**config.mk**
```make
export PLATFORM = sky130hd
export DESIGN_NAME = controlUnit
export DESIGN_NICKNAME = d
export VERILOG_FILES = /design/src/mipsPkg.sv /design/src/controlUnit.sv
export SDC_FILE = /design/constraint.sdc
export NUM_CORES = 1
export LEC_CHECK = 0
export BUFFER_PORTS_ARGS = -buffer_cell sky130_fd_sc_hd__buf_2
export CORE_AREA = 2 2 39 41
export DETAILED_ROUTE_END_ITERATION = 12
export DIE_AREA = 0 0 41 43
export GPL_TIMING_DRIVEN = 0
export PLACE_DENSITY = 0.52
export SLEW_MARGIN = 15
export SYNTH_ARGS = -nofsm -noshare
export SYNTH_HDL_FRONTEND = slang
export SYNTH_SLANG_ARGS = --single-unit
```
**constraint.sdc**
```tcl
create_clock -name vclk -period 2.9
set_input_delay 0.29 -clock vclk [all_inputs]
set_output_delay 0.29 -clock vclk [all_outputs]
set_load 0.005 [all_outputs]
```
**src/mipsPkg.sv**
```systemverilog
package mipsPkg;

    localparam int wordWidth = 32;
    localparam int imemWords = 256;
    localparam int dmemWords = 256;

    // primary opcodes, instr[31:26]
    localparam logic [5:0] opR    = 6'b000000;
    localparam logic [5:0] opJ    = 6'b000010;
    localparam logic [5:0] opBeq  = 6'b000100;
    localparam logic [5:0] opAddi = 6'b001000;
    localparam logic [5:0] opLw   = 6'b100011;
    localparam logic [5:0] opSw   = 6'b101011;

    // function field for R-type, instr[5:0]
    localparam logic [5:0] fnAdd = 6'b100000;
    localparam logic [5:0] fnSub = 6'b100010;
    localparam logic [5:0] fnAnd = 6'b100100;
    localparam logic [5:0] fnOr  = 6'b100101;
    localparam logic [5:0] fnSlt = 6'b101010;

    // classic MIPS ALU control encoding
    typedef enum logic [3:0] {
        aluAnd = 4'b0000,
        aluOr  = 4'b0001,
        aluAdd = 4'b0010,
        aluSub = 4'b0110,
        aluSlt = 4'b0111
    } aluOpT;

    typedef struct packed {
        logic  regDst;   // write rd instead of rt
        logic  aluSrc;   // immediate as second operand
        logic  memToReg; // write back load data
        logic  regWrite;
        logic  memRead;
        logic  memWrite;
        logic  branch;   // beq
        logic  jump;     // j
        aluOpT aluOp;
    } ctrlT;

endpackage

```
**src/controlUnit.sv**
```systemverilog
`timescale 1ns/1ns

module controlUnit (
    input  logic [5:0]    opcode,
    input  logic [5:0]    funct,
    output mipsPkg::ctrlT ctrl
);

    mipsPkg::aluOpT rAluOp; // operation picked by funct

    always_comb begin
        case (funct)
            mipsPkg::fnAdd: rAluOp = mipsPkg::aluAdd;
            mipsPkg::fnSub: rAluOp = mipsPkg::aluSub;
            mipsPkg::fnAnd: rAluOp = mipsPkg::aluAnd;
            mipsPkg::fnOr:  rAluOp = mipsPkg::aluOr;
            mipsPkg::fnSlt: rAluOp = mipsPkg::aluSlt;
            default:        rAluOp = mipsPkg::aluAdd;
        endcase
    end

    always_comb begin
        ctrl       = '0; // unknown opcode acts as a no-op
        ctrl.aluOp = mipsPkg::aluAdd;
        case (opcode)
            mipsPkg::opR: begin
                ctrl.regDst   = 1'b1;
                ctrl.regWrite = 1'b1;
                ctrl.aluOp    = rAluOp;
            end
            mipsPkg::opAddi: begin
                ctrl.aluSrc   = 1'b1;
                ctrl.regWrite = 1'b1;
            end
            mipsPkg::opLw: begin
                ctrl.aluSrc   = 1'b1;
                ctrl.memToReg = 1'b1;
                ctrl.regWrite = 1'b1;
                ctrl.memRead  = 1'b1;
            end
            mipsPkg::opSw: begin
                ctrl.aluSrc   = 1'b1;
                ctrl.memWrite = 1'b1;
            end
            mipsPkg::opBeq: begin
                ctrl.branch = 1'b1;
                ctrl.aluOp  = mipsPkg::aluSub; // zero flag means equal
            end
            mipsPkg::opJ: begin
                ctrl.jump = 1'b1;
            end
            default: ;
        endcase
    end

endmodule

```
==> metrics <==
hold_buf cts=0; Fmax=roughly 430 MHz; antenna violations before repair=0; gr usage total=under 10%; Hold Crit Depth=3; hold path startpoint=opcode[0]; Setup CP Type=primary input to primary output; crit-path max cell delay=540 ps; met1 GRT Util=under 10%; routability cong.=about 0.58; Worst VDD drop=roughly 0.023 mV; Max stage delay cell, worst path=or4_4; DP Cell Count=63; vias in the first global route=between 150 and 200; Syn Inst Count=24; PortBufs=23; busiest grt layer=met2; Final period util=81.0%; # clk buffers=0; P&R area growth vs syn=79.4%; non-filler cells in the finished layout=63; Synthesized Nets=36; crit-path most repeated cell=buf_2; synth top area cells=buf_4 8.8%, or4b_4 8.1%, nor4_1 7.4%, nor2_1 6.6%, or4_4 6.6%; commonest non-fill, non-tap cells in the layout=23 x buf_2, 3 x nor2_1, 2 x nor4_1, 2 x buf_4; Die W=about 41 um; status=finished, final reports clean; Avg Synthesized Cell Area=7.09 sq um; Synth area leader=buf_4; Critical Path Source Type=primary input; area taken by flip-flops and latches=0 sq um; first-pass GRT wire length=around 770 um; nets@finish=61; Vias/cell=4.14; worst hold path class=primary input to primary output; synth warn=0; Synth cell types=20; delay-heaviest family, CP=simple AND/OR/NAND/NOR gates; leakage power=approximately 0.00015 uW; Antenna diodes=0; fin crit period=roughly 2400 ps; final WL=between 500 and 600 um; FFs & Latches=0; layout cells sized above 1=63.8%; Boundary Pins=24; Setup-failing EPs final=0; Setup TNS=0 ps; met2 usage=a little under a tenth; largest net degree at the start of global routing=7; Critical Path RT=about 2600 ps; initial core utilization=between 10% and 20%; Cell Pwr Density=about 80 nW/um^2; post-synthesis sequential area ratio=0%; Pins Over Slew Limit=0; commonest non-fill, non-tap cell in the layout=buf_2; GR Layer Usage met3=0%; post-cts sizing count=0; # DRC=0; RSZ-0062 raised after global routing=no; DRT iter0 DRCs=2; DR vias=261; # rows=14; global route total overflow=0; Synth top area share=8.82%; core area=between 1000 and 1500 sq um; DIE HEIGHT=approximately 43 um; crit path capture type=primary output; DIE AREA=1760 sq um; router iterations before antenna repair=2; postcts setup bufs=0; Worst EP arrival=just over 2000 ps; ANT nets after route=0; Hold Path Sink=ctrl[4]; crit-path cells=buf_2 -> or4_4 -> or4b_4 -> or4b_1 -> buf_2; Avg WL per Cell=between 8 and 9 um; synthesized area=170 sq um; Max FO, Critical Path=5; max-cap viol count=0; WP buf/inv=2; Hold Violations, Final=0
where the power goes:
group | total (uW) | switching [uW] | internal, uW | leakage (uW)
combinational | 24.3 | 11.4 | 13.0 | 0.000151
sequential | 0 | 0 | 0 | 0
clock | 0 | 0 | 0 | 0
total | 24.3 | 11.4 | 13.0 | 0.000151
kinds of logic after synthesis:
kind of cell	Yosys count	synth area share (%)
buf+inv	2	8.82
simple gates	17	70.6
other cells	1	2.20
compound gates	4	18.4
routing by layer:
layer	vias up	part of all wire, %
met4	0	0
met5	-	0
li1	141	-
met2	17	37
met1	103	50
met3	0	13
worst max path at each step:
stage | from | endpoint | cells past startpoint
floorplan | opcode[5] | ctrl[1] | 3
global placement | opcode[5] | ctrl[1] | 5
detailed placement | opcode[5] | ctrl[1] | 5
CTS | opcode[5] | ctrl[1] | 5
global route | opcode[5] | ctrl[1] | 5
finish | opcode[5] | ctrl[1] | 5
metrics by stage:
step	cell area, sq um	util [%]	power (uW)	hold slack [ps]	worst slack (ps)
floorplan	170	-	9.71	610	812
global placement	305	22.1	24.4	832	546
detailed placement	305	22.1	24.5	830	542
CTS	305	22.1	24.6	830	542
global route	305	22.1	27.6	845	472
finish	305	22.1	24.3	828	550
cell usage after synthesis:
library cell	instances
conb_1	1
nor3b_1	1
o21bai_1	1
buf_4	2
or4b_1	1
nand2_1	1
nor2_1	3
nor4b_1	1
or3b_2	1
or2_2	1
nand3_1	1
a31oi_1	1
a211oi_1	1
nand2b_1	1
nor4bb_1	1
o22a_2	1
or4b_4	1
nor4_1	2
or4_4	1
nor3_1	1
final cells by class:
type                       count  area [sq um]
fill                         166          1080
multi-input combinational     22           155
timing repair buffer          23           115
tap                           16          20.0
buffer                         2          15.0
Power figures use the tool's default switching activity.
