===== src/mipsPkg.sv =====
package mipsPkg;

    localparam int wordWidth = 32;
    localparam int imemWords = 256;
    localparam int dmemWords = 256;

    // primary opcodes, instr[31:26]
    localparam logic [5:0] opR    = 6'b000000;
    localparam logic [5:0] opJ    = 6'b000010;
    localparam logic [5:0] opBeq  = 6'b000100;
    localparam logic [5:0] opAddi = 6'b001000;
    localparam logic [5:0] opLw   = 6'b100011;
    localparam logic [5:0] opSw   = 6'b101011;

    // function field for R-type, instr[5:0]
    localparam logic [5:0] fnAdd = 6'b100000;
    localparam logic [5:0] fnSub = 6'b100010;
    localparam logic [5:0] fnAnd = 6'b100100;
    localparam logic [5:0] fnOr  = 6'b100101;
    localparam logic [5:0] fnSlt = 6'b101010;

    // classic MIPS ALU control encoding
    typedef enum logic [3:0] {
        aluAnd = 4'b0000,
        aluOr  = 4'b0001,
        aluAdd = 4'b0010,
        aluSub = 4'b0110,
        aluSlt = 4'b0111
    } aluOpT;

    typedef struct packed {
        logic  regDst;   // write rd instead of rt
        logic  aluSrc;   // immediate as second operand
        logic  memToReg; // write back load data
        logic  regWrite;
        logic  memRead;
        logic  memWrite;
        logic  branch;   // beq
        logic  jump;     // j
        aluOpT aluOp;
    } ctrlT;

endpackage


===== src/registerFile.sv =====
`timescale 1ns/1ns

module registerFile (
    input  logic                          clk,
    input  logic                          reset,
    input  logic                          writeEnable,
    input  logic [4:0]                    readReg1,
    input  logic [4:0]                    readReg2,
    input  logic [4:0]                    writeReg,
    input  logic [mipsPkg::wordWidth-1:0] writeData,
    output logic [mipsPkg::wordWidth-1:0] readData1,
    output logic [mipsPkg::wordWidth-1:0] readData2
);

    logic [mipsPkg::wordWidth-1:0] regs [32];

    always_ff @(posedge clk or posedge reset) begin
        if (reset) begin
            for (int i = 0; i < 32; i++) begin
                regs[i] <= '0;
            end
        end else if (writeEnable && writeReg != 5'd0) begin // $zero is read-only
            regs[writeReg] <= writeData;
        end
    end

    assign readData1 = regs[readReg1];
    assign readData2 = regs[readReg2];

endmodule


===== config.mk =====
export PLATFORM = sky130hd
export DESIGN_NAME = registerFile
export DESIGN_NICKNAME = d
export VERILOG_FILES = /design/src/mipsPkg.sv /design/src/registerFile.sv
export SDC_FILE = /design/constraint.sdc
export NUM_CORES = 2
export LEC_CHECK = 0
export ABC_AREA = 1
export BUFFER_PORTS_ARGS = -buffer_cell sky130_fd_sc_hd__buf_2
export CAP_MARGIN = 20
export CORE_ASPECT_RATIO = 2
export CORE_MARGIN = 2
export CORE_UTILIZATION = 30
export CTS_CLUSTER_SIZE = 28
export DETAILED_ROUTE_END_ITERATION = 8
export GPL_ROUTABILITY_DRIVEN = 0
export PLACE_DENSITY = 0.53
export SYNTH_ARGS = -nofsm -noshare
export SYNTH_HDL_FRONTEND = slang
export SYNTH_SLANG_ARGS = --single-unit

===== constraint.sdc =====
create_clock -name clk -period 74.7 [get_ports clk]
set_input_delay 7.47 -clock clk [delete_from_list [all_inputs] [get_ports clk]]
set_output_delay 7.47 -clock clk [all_outputs]
set_load 0.03 [all_outputs]

==> summary.md <==
| Metric | Value |
|---|---|
| Run status | finished clean |
| Number of CTS-inserted buffers | 111 |
| Area leader, netlist | sky130_fd_sc_hd__dfrtp_1 |
| Detailed Routing Iterations Pass 1 | 8 |
| Avg WL per Cell | 22.4 um |
| Final max-slew violation count | 0 |
| Antenna Nets Post-Route | 0 |
| Startpoint type of the worst setup path | input pin |
| Antenna violations before repair | 20 |
| Count of mapped cells out of synthesis | 8272 |
| Peak supply drop | 0.0203 mV |
| Placeable core region | 187000 um^2 |
| Transition time at the pin with the least slew margin | 1210 ps |
| CTS hold repair buffers | 0 |
| Clock Skews | 0 ps |
| Critical path endpoint category | primary output |
| Postcts setup bufs | 0 |
| Global routing usage summed across all routing layers | 0.239 |
| Reported leakage power | 29.2 nW |
| Number of levels in the clock H-tree | 3 |
| Initial Utilization | 0.301 |
| Final-report setup violation count | 0 |
| Final Cell Area | 61700 um^2 |
| Max-cap check violation count | 0 |
| Number of rows in the core area | 225 |
| Worst rel slew slack | 0.195 |
| Post-detailed-route via-to-cell ratio | 5.31 |
| Sum of negative setup slack | 0 ps |
| Setup repair after global routing missed its margin | no |
| Maximum number of pins on one net before global-route repair | 213 |
| Worst hold path type | flip-flop to flip-flop |
| Number of sinks on the clock net | 1024 |
| Height of the die | 617 um |
| Number of flip-flops under the largest register name | 1024 |
| Post-placement cell area | 58000 um^2 |
| Global route overflow | 0 |
| Clock network latency to the later pin of the worst-skew pair | 750 ps |
| Number of ports placed on the die boundary | 114 |
| Highest clock frequency the design can meet | 0.0535 GHz |
| Post-synthesis cell area | 56400 um^2 |
| Warnings from Yosys | 0 |
| Total wire length | 234 mm |
| Number of global-route vias before repair | 52900 |
| Most used cells in the layout excluding fill and tap cells | sky130_fd_sc_hd__nand2_1 (3712), sky130_fd_sc_hd__nand3_1 (1537), sky130_fd_sc_hd__dfrtp_1 (1024) |
| Areal power density over the cells | 26.5 nW/um^2 |
| DRC | 0 |
| Mean post-synth cell area | 6.82 um^2 |
| Most common library cell in the layout ignoring fill and taps | sky130_fd_sc_hd__nand2_1 |
| Clk root buf | sky130_fd_sc_hd__clkbuf_16 |
| Global-route wire length before repair | 351 mm |
| Yosys top cell area share | 0.455 |
| TritonCTS clock tree | done |
| Data arrival, critical path | 11230 ps |
| Post-synthesis sequential element count | 1024 |
| Register with the most flip-flops | regs |
| Required time of the critical path | 67230 ps |
| Final #Nets | 7883 |
| Overall via count from detail_route | 55400 |
| Seq/Total Area, Yosys | 0.455 |
| Count of buffers from port buffering | 113 |
| Tot Pwr | 1.64 mW |
| Die outline area | 192000 um^2 |
| Unique masters post-synth | 19 |
| Die X-Extent | 311 um |
| Final count of hold timing violations | 0 |
| Max Fanout on Critical Path | 97 |
| Crit path time final | 18700 ps |
| Drt initial violations | 6277 |
| Detailed placement HPWL | 118 mm |
| Final period utilization | 0.250 |
| Mapped Nets | 8322 |
| Top cells by area, synth | sky130_fd_sc_hd__dfrtp_1 (45%), sky130_fd_sc_hd__nand2_1 (25%), sky130_fd_sc_hd__nand3_1 (14%) |
| Fraction of layout instances using a drive strength above 1 | 0.0544 |
| CP Class | input pin to primary output |
| Synth-to-layout area growth | 9.43% |
| Cts repair resizes | 0 |
| Largest registers ranked by flip-flop count | regs (1024) |
| Final cell utilization of the core | 0.330 |
| Clock Path Buffers | 3 |
| Post-CTS clock slew at the launch and capture registers of the worst setup and hold paths | 60 ps |
[cell usage after synthesis]
cell	number
sky130_fd_sc_hd__nand2_1	3717
sky130_fd_sc_hd__nand3_1	1537
sky130_fd_sc_hd__dfrtp_1	1024
sky130_fd_sc_hd__o21ai_0	805
sky130_fd_sc_hd__clkbuf_1	557
sky130_fd_sc_hd__a21oi_1	160
sky130_fd_sc_hd__nor2_1	160
sky130_fd_sc_hd__buf_2	118
sky130_fd_sc_hd__buf_1	63
sky130_fd_sc_hd__inv_1	43
sky130_fd_sc_hd__o21ai_1	27
sky130_fd_sc_hd__nand2_2	21
sky130_fd_sc_hd__inv_2	12
sky130_fd_sc_hd__buf_6	9
sky130_fd_sc_hd__nor2_4	5
sky130_fd_sc_hd__nor3_1	5
sky130_fd_sc_hd__buf_4	3
sky130_fd_sc_hd__nor3_2	3
sky130_fd_sc_hd__nor3_4	3
[per-layer routing]
metal  vias up  part of all wire  track usage
met1     26500              0.42        0.312
met4        10             0.042       0.0991
met3       463             0.083       0.0414
met2      2452              0.46        0.390
li1      25900                 -            -
met5         -           0.00033            0
[area by class of cell]
class / count / area, um^2
antenna: 9 / 22.5
multi-input combinational: 6443 / 27600
inverter: 55 / 264
tap: 2497 / 3120
clock buffer: 161 / 3230
fill: 20400 / 126000
sequential: 1024 / 25600
timing repair buffer: 198 / 1380
clock inverter: 40 / 405
[metrics by stage]
step | std cells | worst slack, ps | hold WS (ps)
floorplan | 8272 | 38410 | 451
global placement | 10200 | 56100 | 388
detailed placement | 10200 | 56130 | 390
CTS | 10400 | 56130 | 405
global route | 10400 | 55900 | 410
finish | 10400 | 56000 | 402
[critical path, stage by stage]
cell	delay [ps]
sky130_fd_sc_hd__buf_8	250
sky130_fd_sc_hd__inv_8	680
sky130_fd_sc_hd__buf_4	780
sky130_fd_sc_hd__buf_4	850
sky130_fd_sc_hd__nand3_1	170
sky130_fd_sc_hd__nand3_1	130
sky130_fd_sc_hd__nand2_1	70
sky130_fd_sc_hd__nand2_1	70
sky130_fd_sc_hd__nand2_1	70
sky130_fd_sc_hd__nand2_1	50
sky130_fd_sc_hd__nand2_1	220
sky130_fd_sc_hd__buf_2	260
[cells by family after synthesis]
logic type      after synthesis  synth area share
buf+inv                     805            0.0576
simple gates               5451             0.400
flops                      1024             0.455
compound gates              992            0.0881
[worst paths after layout]
kind                              from       endpoint  slack, ps  cells after the start
hold / removal              regs[1006]     regs[1006]        400                      0
setup reg to reg             regs[757]      regs[757]      73930                      2
min in group asynchronous        reset      regs[482]       6870                      2
setup / recovery           readReg1[1]  readData1[30]      56000                     12
max in group asynchronous        reset      regs[790]      63640                      7
hold reg to reg             regs[1006]     regs[1006]        400                      0
[report_power, final]
group	switching (mW)	internal, mW
combinational	0.213	0.113
clock	0.248	0.319
sequential	0.0841	0.660
total	0.545	1.09
(Power assumes the default switching activity.)
