**src/mipsPkg.sv**
```systemverilog
package mipsPkg;

    localparam int wordWidth = 32;
    localparam int imemWords = 256;
    localparam int dmemWords = 256;

    // primary opcodes, instr[31:26]
    localparam logic [5:0] opR    = 6'b000000;
    localparam logic [5:0] opJ    = 6'b000010;
    localparam logic [5:0] opBeq  = 6'b000100;
    localparam logic [5:0] opAddi = 6'b001000;
    localparam logic [5:0] opLw   = 6'b100011;
    localparam logic [5:0] opSw   = 6'b101011;

    // function field for R-type, instr[5:0]
    localparam logic [5:0] fnAdd = 6'b100000;
    localparam logic [5:0] fnSub = 6'b100010;
    localparam logic [5:0] fnAnd = 6'b100100;
    localparam logic [5:0] fnOr  = 6'b100101;
    localparam logic [5:0] fnSlt = 6'b101010;

    // classic MIPS ALU control encoding
    typedef enum logic [3:0] {
        aluAnd = 4'b0000,
        aluOr  = 4'b0001,
        aluAdd = 4'b0010,
        aluSub = 4'b0110,
        aluSlt = 4'b0111
    } aluOpT;

    typedef struct packed {
        logic  regDst;   // write rd instead of rt
        logic  aluSrc;   // immediate as second operand
        logic  memToReg; // write back load data
        logic  regWrite;
        logic  memRead;
        logic  memWrite;
        logic  branch;   // beq
        logic  jump;     // j
        aluOpT aluOp;
    } ctrlT;

endpackage

```
**src/alu.sv**
```systemverilog
`timescale 1ns/1ns

module alu (
    input  logic [mipsPkg::wordWidth-1:0] a,
    input  logic [mipsPkg::wordWidth-1:0] b,
    input  mipsPkg::aluOpT                op,
    output logic [mipsPkg::wordWidth-1:0] result,
    output logic                          zero
);

    logic lessThan;

    assign lessThan = $signed(a) < $signed(b); // signed compare for slt

    always_comb begin
        case (op)
            mipsPkg::aluAnd: result = a & b;
            mipsPkg::aluOr:  result = a | b;
            mipsPkg::aluAdd: result = a + b;
            mipsPkg::aluSub: result = a - b;
            mipsPkg::aluSlt: result = {{(mipsPkg::wordWidth-1){1'b0}}, lessThan};
            default:         result = '0;
        endcase
    end

    assign zero = (result == '0);

endmodule

```
**config.mk**
```make
export PLATFORM = sky130hd
export DESIGN_NAME = alu
export DESIGN_NICKNAME = d
export VERILOG_FILES = /design/src/mipsPkg.sv /design/src/alu.sv
export SDC_FILE = /design/constraint.sdc
export NUM_CORES = 1
export LEC_CHECK = 0
export BUFFER_PORTS_ARGS = -buffer_cell sky130_fd_sc_hd__buf_2
export CELL_PAD_IN_SITES_DETAIL_PLACEMENT = 0
export CELL_PAD_IN_SITES_GLOBAL_PLACEMENT = 1
export CORE_ASPECT_RATIO = 1.5
export CORE_MARGIN = 10
export CORE_UTILIZATION = 40
export DETAILED_ROUTE_END_ITERATION = 12
export GPL_TIMING_DRIVEN = 0
export MAX_ROUTING_LAYER = met4
export PLACE_DENSITY = 0.81
export SLEW_MARGIN = 20
export SYNTH_ARGS = -nofsm -noshare
export SYNTH_HDL_FRONTEND = slang
export SYNTH_SLANG_ARGS = --single-unit
```
**constraint.sdc**
```tcl
create_clock -name vclk -period 6.65
set_input_delay 1.33 -clock vclk [all_inputs]
set_output_delay 1.33 -clock vclk [all_outputs]
set_load 0.02 [all_outputs]
```
==> run_results.csv, run 1 <==
group,metric,value,unit
floorplanning,die_w,115,µm
floorplanning,die_h,163,µm
pwr,comb_power_share,100.0,%
synth,netlist.area_leader.share,22.4,%
synth,synth_warnings,0,
global_routing,grt_pass1_wl,35.3,mm
hold_path,hp-start,"op[3]",
layout,syn2layout_area_growth,14.8,%
layout,clock_buffers,0,
worst_setup_path,worstSetupPathDepth,16,
worst_setup_path,crit_buf_inv,3,
global_routing,antenna_found_initial,0,
floorplanning,start_util,40.6,%
pwr,leakage,3.02,nW
detailed_routing,wl_met3,1.32,mm
worst_setup_path,worstPathArrival,5.22,ns
detailed_routing,drt-initial-drc-count,481,
synth,yosysMostFrequentCell,"inv_1",
worst_setup_path,cp_common_cell,"buf_2",
synth,yosysTopAreaCell,"ha_1",
pwr,p_int,0.000194,W
hold_path,hold_path_depth,4,
run_status,outcome,"complete, no violations",
pwr,p_clk_share,0,%
layout,final_core_util,46.6,%
detailed_routing,wl_met1,8.86,mm
synth,syn-mean-instance-area,6.41,µm²
synth,synthTopCellsByCount,"inv_1, ha_1, a21oi_1",
worst_setup_path,crit_type,"in -> out",
detailed_routing,via_count,6824,
layout,seq_cells,0,
placed_design,place_inst,1115,
detailed_routing,wl_per_cell,21.0,µm
timing,setup_viol,0,
worst_setup_path,cp_top_family,"compound AO/OA/AOI/OAI gates",
pwr,power.density,89.3,nW/µm²
worst_setup_path,slowest_stage,"or4_1",
placed_design,gp_congestion,0.991,
timing,drv_slew,0,
timing,slew_headroom,28.6,%
layout,drive_above_1_share,14.4,%
global_routing,grt_max_degree,11,
worst_setup_path,slowest_delay,0.52,ns
worst_setup_path,end_kind,"output pin",
timing,hold_violations,0,
detailed_routing,routed_via_density,6.13,
synth,synth_nets,1021,
timing,max_freq,0.153,GHz
detailed_routing,drc_errors,0,
worst_setup_path,start_kind,"primary input",
layout,n_antenna_cell,0,
global_routing,grt_overflow,0,
synth,synth.cell_area,5470,µm²
detailed_routing,ant_nets,0,
timing,layout_min_cycle_time,6.55,ns
synth,synthTopCellsByArea,"ha_1, inv_1, a21oi_1",
floorplanning,dieArea,18800,µm²
detailed_routing,dr_wl_met2,11.9,mm
detailed_routing,drt_wl_total,23.4,mm
global_routing,grt_usage,24.1,%
worst_setup_path,crit_fanout,4,
layout,nets,1122,
timing,tightest_slew,1.06,ns
pwr,switchingPower,0.000366,W
layout,nFillCells,1525,
synth,synthDistinctLibCells,73,
layout,final-instance-count-excl-fill,1114,
synth,synth-seq-area-share,0,%
layout,regArea,0,µm²
detailed_routing,top_layer,"met4",
hold_path,hp-class,"in -> out",
worst_setup_path,cp.required,5.32,ns
synth,synth_cells,853,
pwr,p_sw_share,65.4,%
worst_setup_path,path_cells,"buf_2 -> inv_1 -> ha_1 -> fa_1 -> o21ba_2 -> or4_1 -> a211oi_4 -> o2111ai_4 -> a2111oi_4 -> o41ai_1 -> a21boi_1 -> o21bai_1 -> nor4_2 -> nand4_1 -> nor2_1 -> buf_2",
timing,fin_crit_sh,98.6,%
floorplanning,rows,52,
timing,tns,0,ns
layout,multiInputGateArea,4990,µm²
placed_design,io_buffers,100,
global_routing,grt_pass1_vias,6650,
run,cap_violations,0,
detailed_routing,firstDrtPassIters,5,
placed_design,dp_hpwl,19.4,mm
pwr,vdd_drop_max,33.3,µV
pwr,seqPwrFrac,0,%
worst_setup_path,cp-startpoint,"a[0]",
floorplanning,core,13500,µm²
floorplanning,io_pins,101,
## area by class of cell
type | instances | area share [%]
inverters | 109 | 6.52
repair buffers | 100 | 7.97
well taps | 162 | 3.23
multi-input cells | 699 | 79.6
plain buffers | 44 | 2.71
## path summary, 6_finish.rpt
kind	end	slack (ns)
max	zero	0.1
min	result[2]	3.25
## metal layers
layer  global-route usage (%)  up-vias
met5                        -        -
met4                     11.9        0
met3                     1.21       75
met2                     42.7      284
met1                     26.6     3211
li1                         -     3254
## power groups by stage
stage	registers [W]	logic (W)	clock network (W)
6_report	0	0.000560	0
5_1_grt	0	0.000608	0
4_1_cts	0	0.000543	0
3_5_place_dp	0	0.000537	0
3_3_place_gp	0	0.000538	0
2_1_floorplan	0	0.000367	0
## logic make-up after synthesis
group	synth area share [%]
XOR/XNOR	3.20
AND/OR/NAND/NOR	25.6
AO/OA/AOI/OAI	33.5
buffers and inverters	10.6
adder cells (fa/ha/maj)	23.2
multiplexers	3.89
## through the flow
step                      hold slack [ns]  worst slack [ns]  instance area [µm²]  total power, W
final                                3.25            0.0954                 6280        0.000560
after floorplan                      2.95             0.541                 5470        0.000367
after global placement               3.24            -0.485                 6170        0.000538
after detailed placement             3.24            -0.484                 6170        0.000537
after CTS                            3.25            0.0648                 6210        0.000543
after global routing                 3.28           -0.0282                 6280        0.000608
## cell usage in the layout, fill, tap and decap left out, types with 8 or more instances in the layout
cell / n
a21o_1: 14
nor3_1: 29
nand2b_1: 13
nand3_1: 20
a21oi_1: 75
nor2b_1: 11
a31oi_1: 12
buf_2: 103
o21ai_0: 50
o22ai_1: 17
a211oi_1: 11
or3_1: 10
clkbuf_1: 36
nand2_1: 73
o31ai_1: 10
nor2_1: 73
ha_1: 98
xnor2_1: 18
mux2i_1: 19
nor4_1: 12
inv_1: 107
nand4_1: 10
o211ai_1: 8
## repair_timing
action | in CTS | in global routing
pin swaps | 0 | 1
gates resized for setup | 8 | 14
setup buffers | 0 | 0
setup endpoints to repair | 1 | 1
hold buffers | 0 | 0
(Power assumes the default switching activity.)
==> run 2: changes to the inputs <==
PLACE_DENSITY = not set   (was 0.81)
PLACE_DENSITY_LB_ADDON = 0.1   (was not set)
SLEW_MARGIN = not set   (was 20)
==> run 2 against run 1 <==
Net effect: maximum frequency fell by 0.61%; clock-buffer cell count unchanged; sequential cell count unchanged; final cell count is 0.18% higher; largest power group unchanged; wire length is 1.3% higher; power rose by 0.48%.
==> run_results.csv, run 2 (synthesized netlist as in run 1, its figures left out) <==
group,metric,value,unit
timing,hold_violations,0,
layout,final-instance-count-excl-fill,1116,
layout,mostFrequentLayoutCell,"inv_1",
floorplanning,die_h,163,µm
layout,most-common-layout-cells,"inv_1, buf_2, ha_1",
worst_setup_path,end_kind,"output pin",
detailed_routing,drt_wl_total,23.7,mm
global_routing,grt_pass1_vias,6842,
timing,drv_slew,0,
layout,seq_cells,0,
run_status,outcome,"complete, no violations",
detailed_routing,drt-initial-drc-count,454,
layout,postLayoutCellArea,6270,µm²
floorplanning,rows,52,
layout,n_antenna_cell,0,
worst_setup_path,crit_type,"in -> out",
run,cap_violations,0,
global_routing,grt_overflow,0,
placed_design,gp_congestion,1.01,
global_routing,grt_pass1_wl,36.2,mm
layout,syn2layout_area_growth,14.6,%
detailed_routing,routed_via_density,6.07,
global_routing,grt_usage,24.7,%
pwr,power.density,89.8,nW/µm²
worst_setup_path,worstPathArrival,5.26,ns
floorplanning,core,13500,µm²
global_routing,antenna_found_initial,0,
layout,clock_buffers,0,
timing,max_freq,0.152,GHz
timing,fin_crit_sh,99.2,%
floorplanning,die_w,115,µm
layout,regArea,0,µm²
floorplanning,start_util,40.6,%
hold_path,hp-class,"in -> out",
layout,nets,1124,
worst_setup_path,start_kind,"primary input",
detailed_routing,firstDrtPassIters,5,
detailed_routing,via_count,6776,
detailed_routing,ant_nets,0,
placed_design,placedInstanceArea,6170,µm²
timing,layout_min_cycle_time,6.59,ns
timing,tns,0,ns
placed_design,io_buffers,100,
floorplanning,dieArea,18800,µm²
placed_design,place_inst,1115,
worst_setup_path,cp.required,5.32,ns
timing,slew_headroom,7.57,%
worst_setup_path,crit_fanout,10,
timing,rsz0062_at_grt,"false",
detailed_routing,drc_errors,0,
pwr,vdd_drop_max,35.3,µV
global_routing,grt_max_degree,11,
floorplanning,io_pins,101,
pwr,leakage,3.04,nW
layout,drive_above_1_share,14.9,%
timing,setup_viol,0,
detailed_routing,wl_per_cell,21.2,µm
layout,final_core_util,46.5,%
placed_design,dp_hpwl,19.8,mm
timing,tightest_slew,1.38,ns
pwr,p_total,0.000563,W
[run 2: power breakdown]
group          internal, W  total (W)  switching [W]  leakage (nW)
clock network            0          0              0             0
registers                0          0              0             0
logic             0.000196   0.000563       0.000367          3.04
total             0.000196   0.000563       0.000367          3.04
[run 2: layout make-up]
cell class	count	area, µm²
inverter	109	409
tap	162	203
timing repair buffer	102	515
multi-input combinational	699	4970
buffer	44	174
fill	1546	7200
[run 2: timing repair]
action	CTS	global route
resized for setup	8	19
pin swaps	0	3
setup endpoints to repair	1	1
hold buffers	0	0
buffers inserted	0	2
[run 2: worst max-delay path, cell delays in order]
cell and delay [ns]:
buf_2 0.10, inv_1 0.04, ha_1 0.28, clkbuf_1 0.40, inv_1 0.25, a21o_1 0.28
a211oi_1 0.37, o21ai_0 0.21, and2_1 0.19, o41ai_1 0.37, mux2_2 0.21, nand3_1 0.14
a211o_1 0.29, or4_1 0.48, nor2_1 0.13, buf_2 0.18
[run 2: final timing paths]
check / from / end / slack [ns] / cells after the start
worst max-delay path: a[17] / zero / 0.06 / 16
worst min-delay path: op[2] / result[1] / 3.25 / 4
[run 2: per-stage QoR]
step	hold slack, ns	setup slack [ns]
floorplan	2.95	0.541
global placement	3.25	-0.345
detailed placement	3.25	-0.317
CTS	3.25	0.0112
global route	3.27	0.0114
finish	3.25	0.0551
[run 2: per-layer routing]
layer,vias to the layer above,wire (µm),global-route usage (%)
met5,-,0,-
met3,100,1430,2.57
met2,287,11600,42.9
met1,3142,9060,26.4
li1,3247,-,-
met4,0,1590,14.3
