--- config.mk ---
export PLATFORM = sky130hd
export DESIGN_NAME = fetchUnit
export DESIGN_NICKNAME = d
export VERILOG_FILES = /design/src/mipsPkg.sv /design/src/fetchUnit.sv
export SDC_FILE = /design/constraint.sdc
export NUM_CORES = 1
export LEC_CHECK = 0
export ABC_AREA = 1
export ABC_CLOCK_PERIOD_IN_PS = 2400
export BUFFER_PORTS_ARGS = -buffer_cell sky130_fd_sc_hd__buf_2
export CORE_UTILIZATION = 52
export CTS_BUF_LIST = sky130_fd_sc_hd__clkbuf_8
export CTS_CLUSTER_DIAMETER = 120
export DETAILED_ROUTE_END_ITERATION = 10
export PLACE_DENSITY = 0.86
export SETUP_SLACK_MARGIN = 0.05
export SLEW_MARGIN = 10
export SYNTH_ARGS = -nofsm -noshare
export SYNTH_HDL_FRONTEND = slang
export SYNTH_SLANG_ARGS = --single-unit
--- constraint.sdc ---
create_clock -name clk -period 2.4 [get_ports clk]
set_input_delay 0.12 -clock clk [delete_from_list [all_inputs] [get_ports clk]]
set_output_delay 0.12 -clock clk [all_outputs]
set_load 0.02 [all_outputs]
--- src/mipsPkg.sv ---
package mipsPkg;

    localparam int wordWidth = 32;
    localparam int imemWords = 256;
    localparam int dmemWords = 256;

    // primary opcodes, instr[31:26]
    localparam logic [5:0] opR    = 6'b000000;
    localparam logic [5:0] opJ    = 6'b000010;
    localparam logic [5:0] opBeq  = 6'b000100;
    localparam logic [5:0] opAddi = 6'b001000;
    localparam logic [5:0] opLw   = 6'b100011;
    localparam logic [5:0] opSw   = 6'b101011;

    // function field for R-type, instr[5:0]
    localparam logic [5:0] fnAdd = 6'b100000;
    localparam logic [5:0] fnSub = 6'b100010;
    localparam logic [5:0] fnAnd = 6'b100100;
    localparam logic [5:0] fnOr  = 6'b100101;
    localparam logic [5:0] fnSlt = 6'b101010;

    // classic MIPS ALU control encoding
    typedef enum logic [3:0] {
        aluAnd = 4'b0000,
        aluOr  = 4'b0001,
        aluAdd = 4'b0010,
        aluSub = 4'b0110,
        aluSlt = 4'b0111
    } aluOpT;

    typedef struct packed {
        logic  regDst;   // write rd instead of rt
        logic  aluSrc;   // immediate as second operand
        logic  memToReg; // write back load data
        logic  regWrite;
        logic  memRead;
        logic  memWrite;
        logic  branch;   // beq
        logic  jump;     // j
        aluOpT aluOp;
    } ctrlT;

endpackage

--- src/fetchUnit.sv ---
`timescale 1ns/1ns

module fetchUnit (
    input  logic                          clk,
    input  logic                          reset,
    input  logic                          branch,
    input  logic                          jump,
    input  logic                          zero,
    input  logic [mipsPkg::wordWidth-1:0] offset, // already sign-extended
    input  logic [25:0]                   target,
    output logic [mipsPkg::wordWidth-1:0] pc
);

    logic [mipsPkg::wordWidth-1:0] pcPlus4;
    logic [mipsPkg::wordWidth-1:0] branchTarget;
    logic [mipsPkg::wordWidth-1:0] jumpTarget;
    logic [mipsPkg::wordWidth-1:0] nextPc;
    logic                          takeBranch;

    assign pcPlus4      = pc + 32'd4;
    assign branchTarget = pcPlus4 + {offset[mipsPkg::wordWidth-3:0], 2'b00};
    assign jumpTarget   = {pcPlus4[31:28], target, 2'b00}; // stays in current 256MB region
    assign takeBranch   = branch & zero;

    always_comb begin
        if (jump) begin
            nextPc = jumpTarget;
        end else if (takeBranch) begin
            nextPc = branchTarget;
        end else begin
            nextPc = pcPlus4;
        end
    end

    always_ff @(posedge clk or posedge reset) begin
        if (reset) begin
            pc <= '0;
        end else begin
            pc <= nextPc;
        end
    end

endmodule

==> flow_metrics.py, run 1 <==
metrics = {
    "status": {
        "status": "aborted with a tool error",
        "stop_stage": "global routing (5_1_grt)",
        "firstError": "[ERROR GRT-0116] Global routing finished with congestion. Check the congestion regions in the DRC Viewer.",
    },
    "synthesis": {
        "yosys_register_bits": 30,
        "syn_area_um2": 4510,
        "synthCells": 802,
        "yosys.cell_types.count": 35,
        "yosysWarnings": 0,
        "yosysSeqAreaShare": 0.166,
        "synth.avg_cell_area_um2": 5.63,
    },
    "placed_design": {
        "dp.cells": 1108,
        "dp_hpwl_mm": 13.3,
        "place_area_um2": 6230,
        "gp_congestion": 0.972,
        "portBuffers": 90,
    },
    "die": {
        "die-height_um": 95.2,
        "die_w_um": 95.2,
        "initial_core_util": 0.544,
        "io_pins": 95,
        "fp-row-count": 33,
    },
    "clock_network": {
        "htreeDepth": 2,
        "cts_sinks": 30,
        "cts_buffers": 5,
        "cts_buffer_depth": 2,
        "cts_root_buffer": "clkbuf_8",
    },
    "global_route": {
        "grt_first_pass_wirelength_mm": 46.8,
        "track_usage": 0.699,
        "grt_overflow": 5,
        "grt_pass1_vias": 8395,
        "grt_max_degree": 31,
    },
}
cell families after synthesis:
| logic type | Yosys count | share of synthesized area |
|---|---|---|
| other | 1 | 0.000831 |
| xor gates and xnor gates | 20 | 0.0421 |
| buffers and inverters | 140 | 0.119 |
| adders and majority gates | 38 | 0.107 |
| DFF | 30 | 0.166 |
| and+or+nand+nor | 497 | 0.472 |
| AOI/OAI and AO/OA | 76 | 0.0923 |
synthesized netlist by cell type (all sizes together):
cell / instances / area, um2
a21oi: 44 / 231
nand3b: 3 / 22.5
a31oi: 10 / 62.6
fa: 1 / 20.0
o21ai: 17 / 85.1
nand3: 62 / 315
ha: 37 / 463
nor3: 8 / 45.0
inv: 127 / 477
o21bai: 4 / 30.0
nand4: 13 / 81.3
clkbuf: 6 / 22.5
o211ai: 1 / 7.51
buf: 5 / 30.0
nor4: 1 / 6.26
and2: 6 / 37.5
or2: 9 / 56.3
clkinv: 2 / 7.51
xnor2: 8 / 77.6
nor2: 99 / 432
dfrtp: 30 / 751
xor2: 12 / 113
nand2: 296 / 1140
conb: 1 / 3.75
routing by layer:
layer  track usage  overflow
met3         0.531         0
met1         0.695         0
met2         0.888         3
met5         0.232         0
met4         0.672         2
what timing repair did:
| action | CTS |
|---|---|
| buffers inserted | 27 |
| resized for setup | 219 |
| cloned | 0 |
| setup endpoints to repair | 25 |
| hold buffers | 1 |
| pin swaps | 86 |
| endpoints found under the hold margin | 30 |
per-stage QoR:
stage          worst slack (ns)  TNS [ns]  hold slack (ns)
2_1_floorplan            0.0354         0            0.209
3_3_place_gp             -0.365     -4.86            0.199
3_5_place_dp             -0.448     -6.06            0.211
4_1_cts                  -0.304     -3.15           0.0535
==> inputs of run 2 (changes only) <==
- ABC_CLOCK_PERIOD_IN_PS: 2400 -> 3100
- CORE_UTILIZATION: 52 -> 40
- CTS_BUF_LIST: sky130_fd_sc_hd__clkbuf_8 -> not set
- CTS_CLUSTER_DIAMETER: 120 -> not set
- PLACE_DENSITY: 0.86 -> not set
- PLACE_DENSITY_LB_ADDON: not set -> 0.15
- SETUP_SLACK_MARGIN: 0.05 -> not set
- clock period: 2.4 -> 3.1 ns (I/O delays scaled with it)
==> flow_metrics.py, run 2 <==
metrics = {
    "global_route": {
        "grt_overflow": 0,
        "grt_first_pass_wirelength_mm": 23.3,
        "grt_max_degree": 31,
        "grt_pass1_vias": 4637,
        "track_usage": 0.264,
        "antenna_found_initial": 0,
    },
    "detailed_routing": {
        "wire_per_inst_um": 14.2,
        "drc_errors": 0,
        "via_per_inst": 4.93,
        "finalWirelength_mm": 15.0,
        "drt_iter0_markers": 332,
        "vias": 5191,
        "dr.pass1.iters": 5,
        "ant_nets": 0,
    },
    "worst_setup_path": {
        "worstReg2RegStart": "pc[2]",
        "r2r_cells": 17,
        "crit_fanout": 5,
        "cp.required_ns": 3.31,
        "arrival_ns": 3.15,
        "r2r_end": "pc[23]",
        "worst-r2r-setup-slack_ns": 0.15,
        "cp-start-kind": "flop",
        "crit_type": "reg -> reg",
        "critPathCaptureType": "flop",
    },
    "synthesis": {
        "synthArstFlopShare": 1.00,
        "ys_top_cells_by_count": "286 x nand2_1, 123 x inv_1, 87 x nor2_1",
        "yosysWarnings": 0,
        "yosysSeqAreaShare": 0.166,
        "synthCells": 802,
        "syn_area_um2": 4510,
        "yosys_most_used_dff": "dfrtp_1",
        "yosys.cell_types.count": 35,
        "synth_most_common_cell": "nand2_1",
        "synth_edf_count": 0,
        "yosys_register_bits": 30,
        "yosysTopAreaCell": "nand2_1",
        "synth.avg_cell_area_um2": 5.63,
        "netlist.area_leader.share": 0.238,
        "synth.area.top_cells": "nand2_1 24%, dfrtp_1 17%, ha_1 10%",
    },
    "cells_and_area": {
        "antenna_cells": 0,
        "final_util": 0.515,
        "regMostFlops": "pc",
        "fin_nets": 1012,
        "largest_register_ffs": 30,
        "final_cell_mix": "277 x nand2_1, 122 x inv_1, 90 x buf_2",
        "area_delta_synth_final_pct": 24.7,
        "drive_above_1_share": 0.232,
        "fin_area_um2": 5630,
        "largestRegisters": "pc (30)",
        "instances_no_fill": 1052,
        "final_common_cell": "nand2_1",
        "nFillCells": 1191,
    },
    "timing": {
        "finalCriticalPeriod_ns": 2.95,
        "setup_viol": 0,
        "clock_skew_ns": 0.00407,
        "drv_slew": 0,
        "finalHoldViolCount": 0,
        "period_share": 0.951,
        "slew-limit-headroom": 0.360,
        "worst_slack_ns": 0.153,
        "fin_tns_setup_ns": 0,
        "clock.fmax_mhz": 339,
        "rsz0062_at_grt": "true",
        "worstMarginPinSlew_ns": 0.959,
    },
    "placed_design": {
        "gp_congestion": 0.864,
        "portBuffers": 90,
        "dp.cells": 1035,
        "dp_hpwl_mm": 12.6,
        "post-place-ws_ns": 0.0364,
        "place_area_um2": 5190,
    },
    "power": {
        "switching_power_mw": 1.26,
        "power_frac_clock": 0.189,
        "power_frac_comb": 0.598,
        "ir_drop_mv": 0.244,
        "p_seq_frac": 0.213,
        "intPower_mw": 1.32,
        "power-per-cell-area_nw_per_um2": 460,
        "leakage_nw": 3.08,
        "swShare": 0.488,
    },
    "hold_path": {
        "min_to": "pc[6]",
        "min_path_cells": 3,
        "hp-start": "target[4]",
        "min_path_type": "in -> reg",
    },
    "clock_network": {
        "cts_buffers": 5,
        "clk_pin_slew_ns": 0.05,
        "cts_tree": "done",
        "insertion_delay_ns": 0.27,
        "cts_root_buffer": "clkbuf_16",
        "cts_buffer_depth": 2,
        "cts_sinks": 30,
        "htreeDepth": 2,
    },
    "die": {
        "die-height_um": 108,
        "initial_core_util": 0.413,
        "fp-row-count": 38,
        "io_pins": 95,
        "die_area_um2": 11700,
        "coreArea_um2": 10900,
        "die_w_um": 108,
    },
    "job": {
        "cap_violations": 0,
    },
    "status": {
        "status": "complete, no violations",
    },
}
run 2: area by class of cell:
type	count	area (um2)	area share
inverter	129	484	0.0860
clock inverter	1	5.00	0.000889
multi-input combinational	633	3450	0.612
sequential	30	757	0.134
timing repair buffer	112	618	0.110
tap	140	175	0.0311
clock buffer	7	143	0.0253
run 2: worst max-delay path: stages, from the launching register on:
cell and delay, ns:
dfrtp_1 0.43, buf_4 0.15, inv_1 0.09, nor2_4 0.17, nand2_2 0.11, xnor2_1 0.39, ha_1 0.37, nand2_1 0.14
inv_1 0.05, nand2_1 0.06, nand2_1 0.06, a21oi_1 0.15, nand2_2 0.15, nand2_1 0.11, nand2_1 0.05, nand2_1 0.05
nand3_1 0.15, a21oi_2 0.19
run 2: worst max path at each step:
stage               start      to  slack [ns]  cells past startpoint
global route        pc[2]  pc[21]       -0.05                     15
global placement    pc[2]  pc[21]        0.07                     17
floorplan           pc[2]  pc[29]        0.48                     14
finish              pc[2]  pc[23]        0.15                     17
CTS                 pc[2]  pc[22]        0.02                     17
detailed placement  pc[2]  pc[22]        0.04                     17
run 2: power by group through the flow:
stage | registers, mW | logic [mW] | clock network (mW)
global route | 0.558 | 1.74 | 0.513
global placement | 0.548 | 1.43 | 0
CTS | 0.541 | 1.44 | 0.494
finish | 0.550 | 1.55 | 0.490
detailed placement | 0.547 | 1.43 | 0
floorplan | 0.614 | 0.940 | 0
run 2: timing repair:
item | in CTS | in global routing
gates resized for setup | 0 | 60
endpoints found under the setup margin | 0 | 15
setup buffers | 0 | 8
hold buffers | 1 | 0
endpoints found under the hold margin | 30 | 0
run 2: logic make-up after synthesis:
family,share of synthesized area
AO/OA/AOI/OAI,0.0923
XOR/XNOR,0.0421
adder cells (fa/ha/maj),0.107
buffers and inverters,0.119
flip-flops,0.166
other,0.000831
AND/OR/NAND/NOR,0.472
run 2: per-layer routing:
metal	global-route usage	vias to the layer above	wire length (um)
li1	-	2720	-
met1	0.385	2315	7370
met2	0.430	138	6710
met3	0.00784	18	638
met4	0.0587	0	242
met5	0	-	0
run 2: stage by stage:
| step | hold slack (ns) | power (mW) |
|---|---|---|
| global route | 0.0989 | 2.81 |
| detailed placement | 0.257 | 1.98 |
| floorplan | 0.246 | 1.55 |
| finish | 0.0960 | 2.59 |
| global placement | 0.253 | 1.98 |
| CTS | 0.0921 | 2.48 |
Power figures use the tool's default switching activity.
==> inputs of run 3 (changes only) <==
- ABC_AREA: 1 -> not set
- CELL_PAD_IN_SITES_DETAIL_PLACEMENT: not set -> 1
- CELL_PAD_IN_SITES_GLOBAL_PLACEMENT: not set -> 2
- CORE_UTILIZATION: 40 -> 31
==> flow_metrics.py, run 3 <==
metrics = {
    "status": {
        "status": "complete, but fails checks",
        "violations": "hold timing, setup timing",
    },
    "clock_network": {
        "cts_root_buffer": "clkbuf_16",
        "postCtsHoldBufs": 0,
        "htreeDepth": 2,
        "clk_pin_slew_ns": 0.06,
        "cts_buffers": 5,
        "insertion_delay_ns": 0.28,
        "cts_buffer_depth": 2,
        "cts_sinks": 30,
        "cts_tree": "done",
    },
    "worst_setup_path": {
        "crit_chain": "ha_4 -> inv_2 -> or4_4 -> nor2_4 -> xor2_2 -> ha_1 -> a21oi_2 -> buf_4 -> nand2_2 -> or3_4 -> a21oi_4 -> buf_4 -> xor2_1 -> o211ai_1 -> o21a_1",
        "cp.required_ns": 3.26,
        "r2r_cells": 15,
        "r2r_end": "pc[19]",
        "arrival_ns": 3.87,
        "path_buf_inv": 3,
        "crit_path_top_delay_cell": "or4_4",
        "crit_type": "reg -> reg",
        "cp-start-kind": "flop",
        "crit_fanout": 5,
        "cpPeakStageDelay_ns": 0.49,
        "crit_path_start": "pc[3]",
        "cp_common_cell": "buf_4",
        "worstReg2RegStart": "pc[3]",
        "crit_family": "simple AND/OR/NAND/NOR gates",
        "critPathCaptureType": "flop",
        "worst-r2r-setup-slack_ns": -0.61,
    },
    "die": {
        "coreArea_um2": 11400,
        "die-height_um": 110,
        "io_pins": 95,
        "fp-row-count": 39,
        "die_w_um": 110,
        "initial_core_util": 0.317,
        "die_area_um2": 12100,
    },
    "timing": {
        "worstMarginPinSlew_ns": 0.693,
        "period_share": 1.20,
        "slew-limit-headroom": 0.536,
        "setup_viol": 18,
        "hold-worst-slack_ns": -0.0199,
        "clock.fmax_mhz": 270,
        "fin_tns_setup_ns": -6.02,
        "rsz0062_at_grt": "true",
        "clock_skew_ns": 0.00815,
        "drv_slew": 0,
        "finalHoldViolCount": 25,
        "worst_slack_ns": -0.608,
        "finalCriticalPeriod_ns": 3.71,
    },
    "global_route": {
        "grt_max_degree": 31,
        "grt_overflow": 0,
        "grt_first_pass_wirelength_mm": 26.6,
        "grt_pass1_vias": 5155,
        "antenna_found_initial": 0,
        "track_usage": 0.295,
    },
    "power": {
        "leakage_nw": 2.95,
        "power_frac_comb": 0.691,
        "power-per-cell-area_nw_per_um2": 553,
        "p_seq_frac": 0.154,
        "switching_power_mw": 1.62,
        "power_frac_clock": 0.156,
        "intPower_mw": 2.07,
        "ir_drop_mv": 0.306,
        "swShare": 0.439,
    },
    "detailed_routing": {
        "dr.pass1.iters": 5,
        "finalWirelength_mm": 19.3,
        "wire_per_inst_um": 22.5,
        "drt_iter0_markers": 277,
        "drc_errors": 0,
        "vias": 4834,
        "ant_nets": 0,
        "via_per_inst": 5.63,
    },
    "synthesis": {
        "synthArstFlopShare": 1.00,
        "yosys_most_used_dff": "dfrtp_1",
        "synth_most_common_cell": "nand2_1",
        "synthCells": 456,
        "yosys.cell_types.count": 65,
        "synth.area.top_cells": "dfrtp_1 21%, ha_1 13%, xnor2_1 7.8%",
        "yosys_register_bits": 30,
        "netlist.area_leader.share": 0.208,
        "yosysWarnings": 0,
        "synth.avg_cell_area_um2": 7.91,
        "ys_top_cells_by_count": "49 x nand2_1, 41 x a21oi_1, 37 x ha_1",
        "yosysTopAreaCell": "dfrtp_1",
        "synth_edf_count": 0,
        "yosysSeqAreaShare": 0.208,
        "syn_area_um2": 3610,
    },
    "cells_and_area": {
        "area_delta_synth_final_pct": 85.3,
        "largestRegisters": "pc (30)",
        "fin_area_um2": 6690,
        "regArea_um2": 768,
        "antenna_cells": 0,
        "multi_input_area_um2": 3690,
        "final_util": 0.588,
        "largest_register_ffs": 30,
        "final_common_cell": "buf_4",
        "final_cell_mix": "160 x buf_4, 90 x buf_2, 40 x nand2_1",
        "drive_above_1_share": 0.595,
        "nFillCells": 1355,
        "fin_nets": 816,
        "regMostFlops": "pc",
    },
    "hold_path": {
        "min_path_type": "in -> async",
    },
    "job": {
        "cap_violations": 0,
    },
    "placed_design": {
        "place_area_um2": 5320,
        "gp_congestion": 0.905,
        "portBuffers": 90,
        "dp_hpwl_mm": 12.7,
    },
}
-- run 3: changes by cell type after synthesis, moves of 24 or more --
cell | before | now
inv_1 | 123 | 13
xnor2_1 | 7 | 32
nand2_1 | 286 | 49
nor2_1 | 87 | 35
o21ai_0 | 11 | 35
nand3_1 | 61 | 18
-- run 3: area by class of cell --
class,count,area share
repair buffers,266,0.275
well taps,143,0.0268
inverters,13,0.00730
multi-input cells,399,0.551
flip-flops and latches,30,0.115
clock inverters,1,0.00449
clock buffers,7,0.0198
-- run 3: repair_timing --
item | in CTS | in global routing
resized for setup | 120 | 51
endpoints found under the setup margin | 19 | 22
setup buffers | 30 | 10
pin swaps | 60 | 30
-- run 3: how the worst max path moves through the flow --
stage                   to  slack [ns]  cells past startpoint
floorplan           pc[31]       -0.03                     12
global placement    pc[31]       -0.38                     15
finish              pc[19]       -0.61                     15
global route        pc[19]       -0.64                     15
CTS                 pc[31]       -0.36                     15
detailed placement  pc[29]       -0.48                     18
-- run 3: layer usage --
| metal | part of all wire | global-route usage | vias to the layer above |
|---|---|---|---|
| met5 | 0 | 0 | - |
| met4 | 0.039 | 0.111 | 0 |
| met2 | 0.51 | 0.521 | 173 |
| met3 | 0.042 | 0.0356 | 52 |
| li1 | - | - | 2184 |
| met1 | 0.41 | 0.365 | 2425 |
-- run 3: kinds of logic after synthesis --
group           after synthesis  synth area share
fa+ha+maj                    38             0.134
xor+xnor                     48             0.117
mux                           8            0.0236
simple gates                163             0.229
buf+inv                      28            0.0316
other cells                   1           0.00104
compound gates              140             0.256
flops                        30             0.208
-- run 3: worst min-delay path: stages --
cell and delay, ns:
buf_2 0.10, inv_1 0.04, buf_4 0.40
-- run 3: stage by stage --
step	hold WS, ns	power, mW	setup WS (ns)	cells
2_1_floorplan	0.245	1.60	-0.0329	457
3_3_place_gp	0.277	2.39	-0.377	813
3_5_place_dp	0.293	2.45	-0.483	813
4_1_cts	0.00111	3.42	-0.356	850
5_1_grt	0.0139	3.88	-0.645	859
6_report	-0.0199	3.70	-0.608	859
-- run 3: power by group through the flow --
stage	Combinational (mW)	Clock (mW)	Sequential, mW
2_1_floorplan	0.937	0	0.666
3_3_place_gp	1.83	0	0.559
6_report	2.56	0.576	0.568
4_1_cts	2.28	0.575	0.564
5_1_grt	2.71	0.596	0.575
3_5_place_dp	1.88	0	0.563
